[config.mk]
export PLATFORM = sky130hd
export DESIGN_NAME = l2_miss_queue
export DESIGN_NICKNAME = d
export VERILOG_FILES = /design/src/design/l2_pkg.sv /design/src/design/l2_miss_queue.sv
export SDC_FILE = /design/constraint.sdc
export NUM_CORES = 2
export LEC_CHECK = 0
export ABC_AREA = 1
export BUFFER_PORTS_ARGS = -buffer_cell sky130_fd_sc_hd__clkbuf_2
export CORE_MARGIN = 8
export CORE_UTILIZATION = 30
export CTS_CLUSTER_SIZE = 40
export DETAILED_ROUTE_END_ITERATION = 16
export PLACE_DENSITY = 0.58
export SETUP_SLACK_MARGIN = 0.2
export SYNTH_ARGS = -nofsm -noshare
export SYNTH_HDL_FRONTEND = slang
export SYNTH_SLANG_ARGS = --single-unit
[constraint.sdc]
create_clock -name clk -period 89 [get_ports clk]
set_input_delay 17.8 -clock clk [delete_from_list [all_inputs] [get_ports clk]]
set_output_delay 17.8 -clock clk [all_outputs]
set_load 0.05 [all_outputs]
[src/design/l2_pkg.sv]
// Shared widths, queue depth and request record for the L2 request front end.
// Compiled ahead of every other design and testbench source.

package l2_pkg;

	// line address with the byte offset already stripped
	localparam int ADDR_BITS = 26;

	// one cache line and its byte enables
	localparam int LINE_BITS = 512;
	localparam int MASK_BITS = LINE_BITS / 8;

	// miss queue entries, any power of two from 2 up
	localparam int MISS_QUEUE_DEPTH = 4;

	// operation codes seen on the core side
	// the front end carries op through and never decodes it
	localparam logic [2:0] OP_LOAD = 3'd0;
	localparam logic [2:0] OP_STORE = 3'd1;

	// one request as it moves from a core or the miss path into the pipeline
	typedef struct packed {
		logic [1:0] unit;
		logic [1:0] strand;
		logic [2:0] op;
		logic [1:0] way;
		logic [ADDR_BITS-1:0] address;
		logic [LINE_BITS-1:0] data;
		logic [MASK_BITS-1:0] mask;
	} l2_req_t;

endpackage

[src/design/l2_miss_queue.sv]
// In-order queue for requests that missed in the cache and wait for a fill.
// The oldest entry is always presented at head; pop retires it on the clock
// edge. A push while full is dropped.

`timescale 1ns/10ps

module l2_miss_queue #(
	parameter int DEPTH = l2_pkg::MISS_QUEUE_DEPTH
) (
	input logic clk,
	input logic rst,
	input logic push,
	input l2_pkg::l2_req_t push_req,
	output logic full,
	output logic head_valid,
	output l2_pkg::l2_req_t head,
	input logic pop
);

	l2_pkg::l2_req_t entries [DEPTH];

	logic [$clog2(DEPTH)-1:0] wr_ptr;
	logic [$clog2(DEPTH)-1:0] rd_ptr;
	logic [$clog2(DEPTH):0] count;
	logic do_push;
	logic do_pop;

	assign full = (count == DEPTH);
	assign head_valid = (count != '0);
	assign head = entries[rd_ptr];

	assign do_push = push && !full;
	assign do_pop = pop && head_valid;

	// pointers wrap naturally since DEPTH is a power of two
	always_ff @(posedge clk)
	begin
		if (rst)
		begin
			wr_ptr <= '0;
			rd_ptr <= '0;
			count <= '0;
		end
		else
		begin
			if (do_push)
				wr_ptr <= wr_ptr + 1'b1;
			if (do_pop)
				rd_ptr <= rd_ptr + 1'b1;
			if (do_push && !do_pop)
				count <= count + 1'b1;
			else if (do_pop && !do_push)
				count <= count - 1'b1;
		end
	end

	always_ff @(posedge clk)
	begin
		if (do_push)
			entries[wr_ptr] <= push_req;
	end

	// the miss path upstream has no back-pressure of its own
	a_no_push_when_full: assert property (
		@(posedge clk) disable iff (rst) push |-> !full
	) else $error("miss queue: push while full, request dropped");

	a_no_pop_when_empty: assert property (
		@(posedge clk) disable iff (rst) pop |-> head_valid
	) else $error("miss queue: pop while empty");

endmodule

==> impl_metrics.tcl <==
set metrics [dict create \
    rsz0062_at_grt "false" \
    clk_latency_ns 0.86 \
    crit_fanout 214 \
    antenna_left 0 \
    maxSlewHeadroom_pct 16.84 \
    syn_nets 6597 \
    die_w_um 565.5 \
    clk_path_buf_depth 4 \
    finalCritPeriodShare_pct 28.40 \
    cp.required_ns 71.20 \
    startpoint_type "flop" \
    area_growth_pct 20.53 \
    clock-sinks 2453 \
    synth_top_area_share_pct 81.02 \
    finalSetupViolCount 0 \
    r2r_end "entries[1][344]" \
    core_area_um2 300000 \
    ctsHtreeMaxLevel 5 \
    drt_iter0_markers 4894 \
    p_per_area_nw_per_um2 34.17 \
    power_leakage_nw 37.37 \
    io_pins 1228 \
    track_usage_pct 15.77 \
    grt_pass1_wl_um 377400 \
    synth-edff-count 2444 \
    cts-root-buf "clkbuf_16" \
    dp_hpwl_um 172700 \
    p_total_w 0.003731 \
    routedLengthMet1_um 102600 \
    post-cts-setup-buffers 0 \
    firstDrtPassIters 5 \
    ys_warn_count 0 \
    antenna_found_initial 125 \
    globalplace.congestion 0.8325 \
    hold_class "reg -> reg" \
    yosysSeqAreaShare_pct 81.22 \
    critPathCaptureType "primary output" \
    synth-main-ff-cell "edfxtp_1" \
    wl_met3_um 30680 \
    stdcell_count 11370 \
    avgSynthCellArea_um2 15.16 \
    num_rows 201 \
    slew_viol_final 0 \
    synthesis.area_um2 90580 \
    gr-total-overflow 0 \
    synth.distinct_cells 21 \
    route.vias.total 56340 \
    grt_pass1_vias 53670 \
    wl_um 269000 \
    ys_top_cells_by_area "edfxtp_1, o21ai_0, nor2_1, o22ai_1, clkbuf_1" \
    viasPerCell 4.955 \
    synthTopCellsByCount "edfxtp_1, nor2_1, o21ai_0" \
    clkTransAtPathRegs_ns 0.06 \
    hold_viol_final 0 \
    routed-wl-met2_um 124900 \
    die_h_um 565.5 \
    finalNetCount 7774 \
    io_buffers 1227 \
    synth_most_common_cell "edfxtp_1" \
    fillers 28160 \
    dp.cells 10840 \
    cap_violations 0 \
    regToRegSetupSlack_ns 82.42 \
    rr_worst_depth 10 \
    design.die.area_um2 319800 \
    synth_top_area_cell "edfxtp_1" \
    timing.fmax_ghz 0.03956 \
    fin_tns_setup_ns 0 \
    start_util_pct 30.19 \
    post_cts_resized 0 \
    path_class "reg -> out" \
    cts_buffers 271 \
    drc 0 \
    drive_gt1_share_pct 22.97 \
    layout_min_cycle_time_ns 25.28 \
    utilization_pct 36.39 \
    cts_hold_buf 0 \
    holdCritStartpoint "rd_ptr[1]" \
    crit_arrival_ns 7.48 \
    top_layer_used "met5" \
    syn_inst 5976 \
    drt-wirelength-per-cell_um 23.66 \
    worst_pin_slew_ns 1.247 \
    fin_worst_skew_ns 0.04821 \
    status "finished clean" \
    regToRegStartpoint "count[0]" \
    synth-async-reset-ratio_pct 0 \
    ys_ff_latch 2453 \
    cts_tree "yes" \
    holdPathStages 2 \
    grt_max_degree 215 \
    ir_drop_uv 28.96 \
]
==> layout make-up <==
| class | instances | area [um2] | share of cell area, % |
|---|---|---|---|
| diodes | 51 | 127.6 | 0.1169 |
| clock buffers | 336 | 7131 | 6.531 |
| clock inverters | 145 | 1563 | 1.431 |
| inverters | 17 | 87.58 | 0.08022 |
| multi-input cells | 3100 | 14800 | 13.56 |
| flip-flops and latches | 2453 | 73580 | 67.39 |
| well taps | 3958 | 4952 | 4.536 |
| repair buffers | 1310 | 6939 | 6.356 |
==> power by group <==
group / switching [W] / internal [W] / total (W)
combinational: 0.000995 / 0.000212 / 0.00121
clock: 0.000456 / 0.000637 / 0.00109
sequential: 0.0000264 / 0.00140 / 0.00143
==> worst max-delay path, stage by stage (launching register included) <==
cell      delay, ns
dfxtp_4        0.49
inv_16         0.51
buf_4          0.75
buf_4          0.56
buf_4          0.78
buf_4          0.59
buf_4          0.81
buf_4          0.81
o21ai_0        0.17
o22ai_1        0.26
clkbuf_2       0.34
==> routing by layer <==
| layer | up-vias | global-route usage, % |
|---|---|---|
| met5 | - | 0 |
| met4 | 120 | 5.702 |
| met3 | 544 | 6.570 |
| met2 | 2332 | 25.38 |
| met1 | 28140 | 19.00 |
| li1 | 25200 | - |
==> how the worst max path moves through the flow <==
stage | to | slack [ns] | cells after the start
after floorplan | entries[0][0] | 44.23 | 2
after global placement | head[338] | 64.85 | 10
after detailed placement | head[11] | 64.76 | 10
after CTS | head[11] | 63.82 | 10
after global routing | head[391] | 63.22 | 10
final | head[100] | 63.72 | 10
==> cells by family (layout without fill, tap and decap cells) <==
logic type	count (synthesis)	count (layout)	share of synthesized area, %
buf+inv	423	1808	2.471
xor+xnor	1	1	0.009671
compound gates	1837	1837	10.99
simple gates	1256	1256	5.214
fa+ha+maj	6	6	0.09117
flops	2453	2453	81.22
other cells	0	51	0
==> layout by cell type (no fill, tap or decap) <==
cell type	count
nor2_1	1232
inv_8	2
bufinv_16	21
diode_2	51
o22ai_1	611
clkinv_8	4
inv_1	15
clkbuf_2	1227
nand3b_1	1
clkinv_1	49
fa_1	1
clkbuf_16	275
dfxtp_1	7
a21oi_1	3
inv_6	11
clkinvlp_4	14
o21ai_1	109
clkinv_2	29
inv_16	8
clkbuf_8	2
nor2_4	4
buf_4	69
ha_1	5
o21ai_0	1114
buf_12	14
nand3_1	4
dfxtp_4	2
xor2_1	1
clkbuf_1	59
nand2_1	15
clkinv_4	4
edfxtp_1	2444
clkinv_16	5
==> metrics by stage <==
stage	instance area [um2]	setup WS (ns)	hold WS, ns
2_1_floorplan	90580	44.23	0.4594
3_3_place_gp	100400	64.85	0.4675
3_5_place_dp	100400	64.76	0.4894
4_1_cts	109100	63.82	0.5087
5_1_grt	109100	63.22	0.5375
6_report	109200	63.72	0.5070
==> flip-flops by register name (all words and copies together) (netlist names), named ones only <==
name     count
rd_ptr       2
wr_ptr       2
entries   2444
count        3
(Power assumes the default switching activity.)
